[src/bpu_pkg.sv]
////////////////////////////////////////////////////////////////////////////
// Branch prediction unit shared definitions
// Address and index widths, table depth, 2-bit counter states and the
// helper functions used by the predictor and the resolver
////////////////////////////////////////////////////////////////////////////
package bpu_pkg;

  localparam int ADDR_W      = 16;             // Instruction address width
  localparam int IDX_W       = 3;              // Table index width, pc[3:1]
  localparam int TABLE_DEPTH = 1 << IDX_W;     // Entries per table

  // 2-bit saturating counter, msb is the predicted direction
  typedef enum logic [1:0] {
    BHT_SNT = 2'd0,                            // Strong not taken
    BHT_WNT = 2'd1,                            // Weak not taken
    BHT_WT  = 2'd2,                            // Weak taken
    BHT_ST  = 2'd3                             // Strong taken
  } bht_state_t;

  // Next counter state, one step toward the actual direction
  function automatic bht_state_t bht_next(input bht_state_t state, input logic taken);
    bht_state_t nxt;
    nxt = state;                               // Hold at the rails
    if (taken && (state != BHT_ST)) begin
      nxt = bht_state_t'(state + 2'd1);        // Step up
    end else if (!taken && (state != BHT_SNT)) begin
      nxt = bht_state_t'(state - 2'd1);        // Step down
    end
    return nxt;
  endfunction

  // Halfword aligned PCs, so bit 0 is skipped
  function automatic logic [IDX_W-1:0] table_index(input logic [ADDR_W-1:0] pc);
    return pc[IDX_W:1];
  endfunction

endpackage

[src/bpu_update_if.sv]
////////////////////////////////////////////////////////////////////////////
// Table update bundle
// Carries the BHT and BTB write-back from the resolver to the predictor
////////////////////////////////////////////////////////////////////////////
`timescale 1ns/1ps

interface bpu_update_if import bpu_pkg::*; ();

  logic             bht_we;     // BHT write strobe, single cycle
  logic             btb_we;     // BTB write strobe, single cycle
  logic [IDX_W-1:0] index;      // Entry shared by both tables
  bht_state_t       bht_state;  // New counter value
  logic [ADDR_W-1:0] target;    // New branch target

  // Drive side, decode stage resolution
  modport resolver (
    output bht_we,
    output btb_we,
    output index,
    output bht_state,
    output target
  );

  // Receive side, the table storage
  modport predictor (
    input bht_we,
    input btb_we,
    input index,
    input bht_state,
    input target
  );

endinterface

[src/fetch_pc_stage.sv]
////////////////////////////////////////////////////////////////////////////
// IF/ID prediction register
// Captures the fetch PC together with the prediction and target returned
// for it, so decode can check the guess made for each instruction
////////////////////////////////////////////////////////////////////////////
`timescale 1ns/1ps

module fetch_pc_stage import bpu_pkg::*; (
  input  logic              clk,
  input  logic              rst,
  input  logic              enable,           // Low stalls the register
  input  logic [ADDR_W-1:0] pc,               // Current fetch address
  input  bht_state_t        prediction,       // Counter read for pc
  input  logic [ADDR_W-1:0] predicted_target, // BTB target read for pc
  output logic [ADDR_W-1:0] if_pc,            // PC now in decode
  output bht_state_t        if_prediction,    // Counter carried with it
  output logic [ADDR_W-1:0] if_target         // Target carried with it
);

  ////////////////////////////////////////////////////////////////////////////
  // Pipeline register
  ////////////////////////////////////////////////////////////////////////////
  // While the instruction held here resolves in decode, the next PC is
  // already being looked up by the predictor in the same cycle

  always_ff @(posedge clk) begin
    if (rst) begin
      if_pc         <= '0;
      if_prediction <= BHT_SNT;              // Reads as not taken
      if_target     <= '0;
    end else if (enable) begin
      if_pc         <= pc;                   // Advance one instruction
      if_prediction <= prediction;
      if_target     <= predicted_target;
    end
    // Enable low holds all three fields
  end

endmodule

[src/branch_predictor.sv]
////////////////////////////////////////////////////////////////////////////
// Branch history table and branch target buffer
// Eight 2-bit counters and eight 16-bit targets, read combinationally at
// the fetch PC and written from the resolver's update bundle
////////////////////////////////////////////////////////////////////////////
`timescale 1ns/1ps

module branch_predictor import bpu_pkg::*; (
  input  logic              clk,
  input  logic              rst,
  input  logic              enable,           // Gates reads and writes
  input  logic [ADDR_W-1:0] pc,               // Fetch address to look up
  bpu_update_if.predictor   upd,              // Write-back from decode
  output bht_state_t        prediction,       // Counter at pc, 0 when stalled
  output logic [ADDR_W-1:0] predicted_target  // Target at pc, 0 when stalled
);

  ////////////////////////////////////////////////////////////////////////////
  // Storage and control
  ////////////////////////////////////////////////////////////////////////////
  bht_state_t        bht_mem [TABLE_DEPTH];   // Direction counters
  logic [ADDR_W-1:0] btb_mem [TABLE_DEPTH];   // Branch targets

  logic [IDX_W-1:0]  rd_idx;                  // Lookup entry for pc
  logic              bht_wr;                  // Qualified BHT write
  logic              btb_wr;                  // Qualified BTB write

  assign rd_idx = table_index(pc);            // pc[3:1], aliases above bit 3

  // A stall blocks both writes, strobes alone are not enough
  assign bht_wr = enable & upd.bht_we;
  assign btb_wr = enable & upd.btb_we;

  ////////////////////////////////////////////////////////////////////////////
  // BHT
  ////////////////////////////////////////////////////////////////////////////
  // Only written on a mispredict, so a correct guess leaves the
  // counter where it is

  always_ff @(posedge clk) begin
    if (rst) begin
      for (int i = 0; i < TABLE_DEPTH; i++) begin
        bht_mem[i] <= BHT_SNT;                // All entries strong not taken
      end
    end else if (bht_wr) begin
      bht_mem[upd.index] <= upd.bht_state;
    end
  end

  ////////////////////////////////////////////////////////////////////////////
  // BTB
  ////////////////////////////////////////////////////////////////////////////
  // Written on every taken branch, keeps the latest target seen

  always_ff @(posedge clk) begin
    if (rst) begin
      for (int i = 0; i < TABLE_DEPTH; i++) begin
        btb_mem[i] <= '0;
      end
    end else if (btb_wr) begin
      btb_mem[upd.index] <= upd.target;
    end
  end

  ////////////////////////////////////////////////////////////////////////////
  // Lookup
  ////////////////////////////////////////////////////////////////////////////
  // Asynchronous read of the registered arrays, so a write at this
  // edge shows up from the next cycle on

  always_comb begin
    if (enable) begin
      prediction       = bht_mem[rd_idx];
      predicted_target = btb_mem[rd_idx];
    end else begin
      prediction       = BHT_SNT;             // Stalled fetch sees zeros
      predicted_target = '0;
    end
  end

endmodule

[src/branch_resolver.sv]
////////////////////////////////////////////////////////////////////////////
// Branch resolver
// Checks the decode outcome against the carried prediction, flags a
// mispredict, gives the corrected fetch address and the table update
////////////////////////////////////////////////////////////////////////////
`timescale 1ns/1ps

module branch_resolver import bpu_pkg::*; (
  input  logic              enable,         // Low suppresses all results
  input  logic [ADDR_W-1:0] if_pc,          // PC of the instruction in decode
  input  bht_state_t        if_prediction,  // Counter used when it was fetched
  input  logic [ADDR_W-1:0] if_target,      // Target used when it was fetched
  input  logic              was_branch,     // Decode found a branch
  input  logic              actual_taken,   // Resolved direction
  input  logic [ADDR_W-1:0] actual_target,  // Resolved target
  output logic              mispredict,     // Fetch went the wrong way
  output logic [ADDR_W-1:0] redirect_pc,    // Where fetch should have gone
  bpu_update_if.resolver    upd             // Write-back to the tables
);

  ////////////////////////////////////////////////////////////////////////////
  // Compare
  ////////////////////////////////////////////////////////////////////////////
  logic pred_taken;                         // Guessed direction
  logic dir_wrong;                          // Direction mismatch
  logic tgt_wrong;                          // Right direction, stale target
  logic resolve;                            // Valid branch this cycle
  logic taken_br;                           // Branch really taken

  assign pred_taken = if_prediction[1];     // Counter msb
  assign resolve    = enable & was_branch;
  assign taken_br   = was_branch & actual_taken;

  assign dir_wrong  = (pred_taken != actual_taken);
  assign tgt_wrong  = actual_taken & pred_taken & (if_target != actual_target);

  assign mispredict = resolve & (dir_wrong | tgt_wrong);

  // Taken goes to the real target, anything else falls through
  assign redirect_pc = taken_br ? actual_target : (if_pc + ADDR_W'(2));

  ////////////////////////////////////////////////////////////////////////////
  // Table update
  ////////////////////////////////////////////////////////////////////////////
  // Lands at the next rising edge in the predictor

  assign upd.index     = table_index(if_pc);
  assign upd.bht_we    = mispredict;                          // Train on misses only
  assign upd.bht_state = bht_next(if_prediction, actual_taken);
  assign upd.btb_we    = enable & taken_br;                   // Every taken branch
  assign upd.target    = actual_target;

endmodule

[src/bpu_top.sv]
////////////////////////////////////////////////////////////////////////////
// Branch prediction unit top level
// Fetch lookup, IF/ID prediction register and decode resolver, with the
// table write-back looping from resolver to predictor
////////////////////////////////////////////////////////////////////////////
`timescale 1ns/1ps

module bpu_top import bpu_pkg::*; (
  input  logic              clk,
  input  logic              rst,              // Synchronous, active high
  input  logic              enable,           // Low acts as a stall
  input  logic [ADDR_W-1:0] pc,               // Fetch address
  input  logic              was_branch,       // Decode: instruction is a branch
  input  logic              actual_taken,     // Decode: resolved direction
  input  logic [ADDR_W-1:0] actual_target,    // Decode: resolved target
  output bht_state_t        prediction,       // Counter for pc, same cycle
  output logic [ADDR_W-1:0] predicted_target, // Target for pc, same cycle
  output logic              mispredict,       // Decode found a wrong guess
  output logic [ADDR_W-1:0] redirect_pc       // Corrected fetch address
);

  ////////////////////////////////////////////////////////////////////////////
  // Internal wiring
  ////////////////////////////////////////////////////////////////////////////
  logic [ADDR_W-1:0] if_pc;                   // IF/ID copy of pc
  bht_state_t        if_prediction;           // IF/ID copy of prediction
  logic [ADDR_W-1:0] if_target;               // IF/ID copy of target

  bpu_update_if upd_if ();                    // Resolver to predictor writes

  ////////////////////////////////////////////////////////////////////////////
  // Blocks
  ////////////////////////////////////////////////////////////////////////////

  // Lookup at the fetch PC
  branch_predictor predictor_i (
    .clk              (clk),
    .rst              (rst),
    .enable           (enable),
    .pc               (pc),
    .upd              (upd_if.predictor),
    .prediction       (prediction),
    .predicted_target (predicted_target)
  );

  // Carry the guess into decode
  fetch_pc_stage fetch_i (
    .clk              (clk),
    .rst              (rst),
    .enable           (enable),
    .pc               (pc),
    .prediction       (prediction),
    .predicted_target (predicted_target),
    .if_pc            (if_pc),
    .if_prediction    (if_prediction),
    .if_target        (if_target)
  );

  // Check it against the real outcome
  branch_resolver resolver_i (
    .enable           (enable),
    .if_pc            (if_pc),
    .if_prediction    (if_prediction),
    .if_target        (if_target),
    .was_branch       (was_branch),
    .actual_taken     (actual_taken),
    .actual_target    (actual_target),
    .mispredict       (mispredict),
    .redirect_pc      (redirect_pc),
    .upd              (upd_if.resolver)
  );

endmodule

[config.mk]
export PLATFORM = sky130hd
export DESIGN_NAME = bpu_top
export DESIGN_NICKNAME = d
export VERILOG_FILES = /design/src/bpu_pkg.sv /design/src/bpu_update_if.sv /design/src/fetch_pc_stage.sv /design/src/branch_predictor.sv /design/src/branch_resolver.sv /design/src/bpu_top.sv
export SDC_FILE = /design/constraint.sdc
export NUM_CORES = 1
export LEC_CHECK = 0
export BUFFER_PORTS_ARGS = -buffer_cell sky130_fd_sc_hd__buf_4
export CAP_MARGIN = 10
export CORE_MARGIN = 4
export CORE_UTILIZATION = 55
export DETAILED_ROUTE_END_ITERATION = 7
export GPL_TIMING_DRIVEN = 0
export PLACE_DENSITY = 0.74
export REMOVE_ABC_BUFFERS = 1
export SYNTH_ARGS = -nofsm -noshare
export SYNTH_HDL_FRONTEND = slang
export SYNTH_SLANG_ARGS = --single-unit
[constraint.sdc]
create_clock -name clk -period 4.8 [get_ports clk]
set_input_delay 0.72 -clock clk [delete_from_list [all_inputs] [get_ports clk]]
set_output_delay 0.72 -clock clk [all_outputs]
set_load 0.1 [all_outputs]
After elaboration in Yosys (flattened, before gate mapping) --
Memories as Yosys holds them, arrays and structs flattened. Cells that the tools add are included.
Cells by class: add/subtract/negate cells 3, multipliers 0, divide/modulo/power cells 0, order comparisons 0, equal/unequal tests 3, shifts and indexed selects 0, muxes and demuxes 19, bitwise operators 9, reduce and logical (&&, ||, !) cells 6
Operators by type and width (number):
- 16-bit two-way mux | 3
- 16-bit by 2-bit adder with 16-bit output (second input constant) | 1
- 16-bit != test | 1
- 16-bit OR reduction | 1
- 1-bit two-way mux | 10
- 1-bit bitwise AND | 8
- 2-bit two-way mux | 4
- 3-bit two-way mux | 2
- 2-bit by 1-bit adder with 2-bit output (second input constant) | 1
- 1-bit logical AND | 2
- 2-bit != test (second input constant) | 1
- 2-bit nonzero test | 1
- 2-bit OR reduction | 1
- 2-bit by 1-bit subtractor with 2-bit output (second input constant) | 1
- 1-bit zero test | 1
- 1-bit != test | 1
- 1-bit bitwise OR | 1
Word-level totals: bits in registers 34, bits in latches 0, bits in writable memories 144, bits in read-only memories 0, input port bits 37, output and inout port bits 35, word-level logic and storage cells 45, memories kept 2
Memories:
- predictor_i.btb_mem | words 8, width 16, rd ports 1, clocked after memory_dff 0, write ports 8, line branch_predictor.sv:22 | logic [ADDR_W-1:0] btb_mem [TABLE_DEPTH];
- predictor_i.bht_mem | words 8, width 2, rd ports 1, clocked after memory_dff 0, write ports 8, line branch_predictor.sv:21 | bht_state_t bht_mem [TABLE_DEPTH];

Longest topological paths before layout --
Gate-level depths: netlist of the first run.
depth after elaboration 10, mapped depth 7, mapped depth without buffers 6

By module --
A second synthesis of the first run with hierarchy kept.
Unflattened totals: cell total of the unflattened synthesis 695, area total of the unflattened synthesis 8928.6 um^2
Modules (own cells, without submodules):
- branch_predictor | times used 1, cells an instance 461, area each 6802.8 um^2, seq. area each 4324.1 um^2
- fetch_pc_stage | times used 1, cells an instance 110, area each 1238.7 um^2, seq. area each 680.7 um^2
- branch_resolver | times used 1, cells an instance 124, area each 887.1 um^2, seq. area each 0.0 um^2

Least setup slack after synthesis of the first run --
OpenSTA, ideal clock, no wires.
kind input-to-output, from in pc[2], to out predicted_target[0], arrival 2897 ps, required time 4080 ps, setup slack 1183 ps, stages on the path 5, buffers on the path 2, cells stage by stage clkbuf_1 > buf_2 > mux4_2 > mux2i_1 > nor2b_1
Between the ends: longest elaborated chain between the ends 2
Ends and longest elaborated chain:
- from (decl) | line bpu_top.sv:12 | input logic [ADDR_W-1:0] pc,
- memory 8 x 16 bit
- 16-bit two-way mux | line branch_predictor.sv:72 | if (enable) begin
- to (decl) | line bpu_top.sv:17 | output logic [ADDR_W-1:0] predicted_target,
No other way between the ends.

Worst setup path in the final report of the first run --
from reg fetch_i.if_pc[1], to out redirect_pc[15]
Between the ends: longest elaborated chain between the ends 2
Ends and longest elaborated chain:
- from (decl) | line fetch_pc_stage.sv:15 | output logic [ADDR_W-1:0] if_pc,
- from (signal assigned) | line fetch_pc_stage.sv:32 | if_pc <= pc;
- 16-bit by 2-bit adder with 16-bit output | line branch_resolver.sv:40 | assign redirect_pc = taken_br ? actual_target : (if_pc + ADDR_W'(2));
- 16-bit two-way mux | line branch_resolver.sv:40
- to (decl) | line bpu_top.sv:19 | output logic [ADDR_W-1:0] redirect_pc
No other way between the ends.

==> results.txt, run 1 <==
internal reg-to-reg setup slack -> 2.23 ns
number of library cell types mapped by synthesis -> 48
first-pass GRT wire length -> 33400 um
die outline width -> 136 um
capture point of the worst reg-to-reg path -> predictor_i.bht_mem[6][1]
top cells by instance count after synthesis -> 144 x sky130_fd_sc_hd__edfxtp_1, 123 x sky130_fd_sc_hd__and2_1, 60 x sky130_fd_sc_hd__nor2_1
Final GP Congestion -> 0.815
number of top-level pins -> 72
area share of the largest cell type after synthesis -> 48.3%
Global Route Usage Sum -> 24.5%
total number of vias -> 5800
number of iterations in the first detailed-routing pass -> 5
clock-pin slew of the registers on the worst-case setup and hold paths -> 0.07 ns
final period demand of the worst path -> 3.55 ns
Avg Cell Area, Syn -> 13.1 sq um
transition at the pin with the smallest max-transition slack -> 1.22 ns
Final Routed Wirelength -> 21500 um
Crit path arrival time -> 2.83 ns
Die Ht -> 136 um
core outline area -> 15900 sq um
Post-Synthesis Cell Area -> 8940 sq um
Clk Latency, worst-skew pair -> 0.43 ns
clock tree from TritonCTS -> built
kind of start point of the critical path -> flop
number of enable flip-flop cells after synthesis -> 144
warnings from Yosys -> 0
Starting DRT DRC Count -> 646
largest driver fanout on the critical path -> 18
most numerous cell in the Yosys netlist -> sky130_fd_sc_hd__edfxtp_1
post-detailed-placement half-perimeter wirelength -> 14200 um
antenna-violating nets left -> 0
number of buffers added to fix hold violations after cts -> 0
Worst setup EP type -> output pin
synthesized instance count -> 685
top post-synthesis cells by area -> sky130_fd_sc_hd__edfxtp_1 48%, sky130_fd_sc_hd__mux4_2 9.1%, sky130_fd_sc_hd__and2_1 8.6%
power per unit of standard cell area -> 356 nW/um^2
H-Tree Depth -> 4
total of cells resized after clock tree synthesis -> 0
overflow left after global routing -> 0
post-route clock skew -> 0.0121 ns
maximum achievable frequency -> 282 MHz
met3 track demand over resource in global routing -> 4.68%
cell at the root of the clock tree -> sky130_fd_sc_hd__clkbuf_16
hold depth -> 2
number of sinks handled by clock tree synthesis -> 178
number of antenna violations at the first check in global routing -> 0
area of the die -> 18400 sq um
vias in the first global route -> 5953
count of port buffers added during placement -> 71
outcome -> completed
path type of the worst setup path -> flop to output pin
nets@finish -> 770
number of cell rows -> 46
global routing's busiest layer -> met2
number of buffers added by the clock tree synthesis step -> 17
sequential fraction of the synthesis area -> 56.0%
# diodes -> 0
share of post-route cells with drive strength above 1 -> 25.5%
worst reg-to-reg path cell count -> 4
Hold Startpoint -> fetch_i.if_pc[15]
count of final setup violators -> 0
Hold/Removal Path Class -> flop to flop
most used flip-flop cell after synthesis -> sky130_fd_sc_hd__edfxtp_1
hold-critical path endpoint -> fetch_i.if_pc[15]
final hold viol count -> 0
count of state elements after synthesis -> 178
cell leakage power -> 3.78 nW
number of buffers inserted by post-CTS setup repair -> 0
unrepaired setup endpoints after global routing -> no
pin count of the biggest net entering global routing -> 76
Max Slew Vio Count -> 0
proportion of register bits with asynchronous set or reset after synthesis -> 0%
Max VDD drop -> 300 uV
global routing usage on met2 -> 41.6%
initial core utilization -> 56.3%
share of the core filled with cells in the final layout -> 64.2%
Crit Reg-Reg Startpoint -> fetch_i.if_target[0]
period utilization -> 73.9%
Overall Power -> 3.63 mW
filler instances -> 1212
MaxCap Viol Count -> 0
leading area contributor after synthesis -> sky130_fd_sc_hd__edfxtp_1
post-route DRC violation count -> 0
WP data required -> 4.08 ns
fraction of met1 tracks used by global routing -> 31.3%
Avg WL per Cell -> 22.4 um
worst max-slew margin expressed relative to the limit -> 18.6%
P&R area growth vs syn -> 14.0%
post-DR vias/cell -> 6.05
CTS max path bufs -> 2
## through the flow
step	setup slack, ns	cell area (sq um)	instances	hold WS (ns)	setup TNS (ns)
2_1_floorplan	1.20	8640	626	0.454	0
3_3_place_gp	-0.172	9440	913	0.468	-6.24
3_5_place_dp	1.12	9650	926	0.494	0
4_1_cts	1.27	10200	958	0.504	0
5_1_grt	1.02	10200	958	0.526	0
6_report	1.25	10200	958	0.503	0
## power by group
part | switching [mW] | internal (mW)
sequential | 0.0389 | 1.73
combinational | 0.386 | 0.171
clock | 0.568 | 0.737
total | 0.992 | 2.64
## registers in the layout, indices dropped and copies added, names as in the netlist
name / count
fetch_i.if_target: 16
fetch_i.if_pc: 16
predictor_i.btb_mem: 128
predictor_i.bht_mem: 16
fetch_i.if_prediction: 2
## cells by family after synthesis
logic type,Yosys count,synth area share (%)
AOI/OAI and AO/OA,68,6.06
xor gates and xnor gates,29,3.51
adders and majority gates,4,0.560
buffers and inverters,66,3.72
DFF,178,56.0
muxes,73,13.2
and+or+nand+nor,267,17.0
## layout by cell type, fill, tap and decap left out, types with 24 or more instances in the layout
master	synthesis	final
sky130_fd_sc_hd__and2_1	123	123
sky130_fd_sc_hd__buf_4	6	71
sky130_fd_sc_hd__dfxtp_1	34	34
sky130_fd_sc_hd__edfxtp_1	144	144
sky130_fd_sc_hd__mux2i_1	35	35
sky130_fd_sc_hd__mux4_2	36	36
sky130_fd_sc_hd__nand2_1	24	24
sky130_fd_sc_hd__nor2_1	60	60
## area by class of cell
type / instances / area [sq um] / area share [%]
Clock inverter: 10 / 85.1 / 0.834
Tap cell: 216 / 270 / 2.65
Clock buffer: 22 / 464 / 4.55
Multi-Input combinational cell: 441 / 3640 / 35.7
Inverter: 7 / 26.3 / 0.258
Timing Repair Buffer: 84 / 709 / 6.96
Sequential cell: 178 / 5000 / 49.1
## how the worst max path moves through the flow
stage	slack (ns)	to	from	depth (start not counted)
global placement	-0.17	predictor_i.btb_mem[3][0]	enable	3
CTS	1.27	redirect_pc[15]	fetch_i.if_pc[2]	6
floorplan	1.20	redirect_pc[15]	fetch_i.if_pc[2]	5
global route	1.02	redirect_pc[15]	fetch_i.if_pc[2]	6
detailed placement	1.12	predictor_i.btb_mem[4][3]	enable	4
finish	1.25	redirect_pc[15]	fetch_i.if_pc[1]	6
## worst max-delay path: stages (launching register included)
cell and delay, ns:
sky130_fd_sc_hd__dfxtp_1 0.73, sky130_fd_sc_hd__ha_1 0.37, sky130_fd_sc_hd__nand3_1 0.26, sky130_fd_sc_hd__nor4_1 0.36, sky130_fd_sc_hd__nand3_1 0.12, sky130_fd_sc_hd__a31oi_1 0.21, sky130_fd_sc_hd__buf_4 0.34
## per-layer routing
metal	share of wire (%)	vias to the layer above
met1	40	2914
met3	6.3	48
li1	-	2582
met2	51	256
met4	2.6	0
met5	0	-
No activity file was read; power rests on OpenSTA's default activity.
==> inputs of run 2 (changes only) <==
clock period = 3.45 ns   (was 4.8 ns; I/O delays follow)
==> results.txt, run 2 (synthesized netlist as in run 1, its figures left out) <==
antenna-violating nets left -> 0
Overall Power -> 5.05 mW
net switching component of the power -> 1.38 mW
die outline width -> 136 um
register name with the most flops -> predictor_i.btb_mem
fraction of met1 tracks used by global routing -> 31.3%
final critical-path setup slack -> 0.196 ns
share of post-route cells with drive strength above 1 -> 25.7%
Setup Slack @ Placement -> -0.0240 ns
Starting DRT DRC Count -> 646
clock-pin slew of the registers on the worst-case setup and hold paths -> 0.07 ns
WP data required -> 2.93 ns
final period demand of the worst path -> 3.25 ns
initial core utilization -> 56.3%
Global Route Usage Sum -> 24.5%
post-DR vias/cell -> 6.05
Final GP Congestion -> 0.815
Clk Latency, worst-skew pair -> 0.43 ns
cell leakage power -> 3.78 nW
overflow left after global routing -> 0
post-detailed-placement half-perimeter wirelength -> 14200 um
first-pass GRT wire length -> 33400 um
delay of the slowest critical-path stage -> 1.14 ns
Critical Path, Cell by Cell -> xnor2_2 -> nand4_2 -> o41ai_4 -> a21oi_2 -> buf_4
number of sinks handled by clock tree synthesis -> 178
vias in the first global route -> 5953
area used by multi-input combinational logic -> 3640 sq um
final hold viol count -> 0
path type of the worst setup path -> flop to output pin
number of buffers added to fix hold violations after cts -> 0
number of cell rows -> 46
count of port buffers added during placement -> 71
core outline area -> 15900 sq um
transition at the pin with the smallest max-transition slack -> 1.22 ns
Int Pwr -> 3.67 mW
most frequent standard cell in the layout excluding fill and tap cells -> sky130_fd_sc_hd__edfxtp_1
nets@finish -> 770
Worst setup EP type -> output pin
Crit Reg-Reg Startpoint -> fetch_i.if_target[0]
worst-path cell with the longest stage delay -> sky130_fd_sc_hd__o41ai_4
number of top-level pins -> 72
met3 track demand over resource in global routing -> 4.68%
total number of vias -> 5800
Die Ht -> 136 um
combinational group share of total power -> 15.3%
Hold/Removal Path Class -> input port to flop
global routing usage on met2 -> 41.6%
part of the total power dissipated in sequential elements -> 48.7%
outcome -> completed
worst max-slew margin expressed relative to the limit -> 18.6%
number of buffers added by the clock tree synthesis step -> 17
filler instances -> 1211
switching share of total power -> 27.3%
largest driver fanout on the critical path -> 17
unrepaired setup endpoints after global routing -> no
power per unit of standard cell area -> 495 nW/um^2
number of antenna violations at the first check in global routing -> 0
commonest cells after routing, fill and taps aside -> 144 x sky130_fd_sc_hd__edfxtp_1, 123 x sky130_fd_sc_hd__and2_1, 71 x sky130_fd_sc_hd__buf_4
Crit path arrival time -> 2.74 ns
CTS max path bufs -> 2
P&R area growth vs syn -> 14.0%
pin count of the biggest net entering global routing -> 76
sequential standard cell area -> 5010 sq um
Max VDD drop -> 417 uV
post-route DRC violation count -> 0
clock tree from TritonCTS -> built
number of iterations in the first detailed-routing pass -> 5
post-route clock skew -> 0.0121 ns
kind of start point of the critical path -> flop
Max Slew Vio Count -> 0
Avg WL per Cell -> 22.4 um
H-Tree Depth -> 4
flip-flop count of the largest register, all copies and words added -> 128
startpoint of the worst setup timing path -> fetch_i.if_target[0]
cell at the root of the clock tree -> sky130_fd_sc_hd__clkbuf_16
# diodes -> 0
maximum achievable frequency -> 307 MHz
Final Routed Wirelength -> 21500 um
count of final setup violators -> 0
area of the die -> 18400 sq um
period utilization -> 94.3%
global routing's busiest layer -> met2
proportion of power drawn by the clock network -> 36.0%
MaxCap Viol Count -> 0
Hold Startpoint -> pc[15]
==> run 2: critical path, delay by kind of cell (launching register included) <==
kind	cells	cell delay, ns
XOR/XNOR	1	0.20
AO/OA/AOI/OAI	2	1.25
buffers and inverters	1	0.27
flip-flops	1	0.34
AND/OR/NAND/NOR	1	0.26
==> run 2: layout make-up <==
type / instances / share of cell area, %
well taps: 216 / 2.65
multi-input cells: 441 / 35.7
clock buffers: 22 / 4.55
flip-flops and latches: 178 / 49.1
inverters: 7 / 0.258
repair buffers: 84 / 6.96
clock inverters: 10 / 0.834
==> run 2: path summary, 6_finish.rpt <==
kind	endpoint	slack, ns	depth (start not counted)
worst max-delay path	mispredict	0.20	5
worst min-delay path	fetch_i.if_pc[15]	0.33	3
worst max register to register	predictor_i.bht_mem[6][1]	0.88	4
worst min register to register	fetch_i.if_pc[15]	0.50	2
==> run 2: routing by layer <==
metal / part of all wire, % / vias up
li1: - / 2582
met4: 2.6 / 0
met3: 6.3 / 48
met5: 0 / -
met1: 40 / 2914
met2: 51 / 256
==> run 2: what timing repair did <==
| item | CTS | global route |
|---|---|---|
| setup buffers | 0 | 0 |
| setup endpoints to repair | 0 | 1 |
| resized for setup | 0 | 2 |
==> run 2: metrics by stage <==
| stage | utilization [%] | cell area [sq um] | hold slack [ns] | instances | TNS (ns) |
|---|---|---|---|---|---|
| after global placement | 59.4 | 9440 | 0.468 | 913 | -149.24 |
| final | 64.2 | 10200 | 0.325 | 958 | 0 |
| after detailed placement | 60.7 | 9650 | 0.494 | 926 | -0.0343 |
| after global routing | 64.2 | 10200 | 0.326 | 958 | 0 |
| after CTS | 64.2 | 10200 | 0.312 | 958 | 0 |
| after floorplan | - | 8640 | 0.454 | 626 | 0 |
==> run 2: power by group through the flow <==
stage	clock network, mW	logic, mW	registers, mW
2_1_floorplan	0	0.515	2.49
3_5_place_dp	0	0.776	2.50
6_report	1.82	0.774	2.46
4_1_cts	1.84	0.778	2.46
5_1_grt	1.92	0.816	2.47
3_3_place_gp	0	0.740	2.50
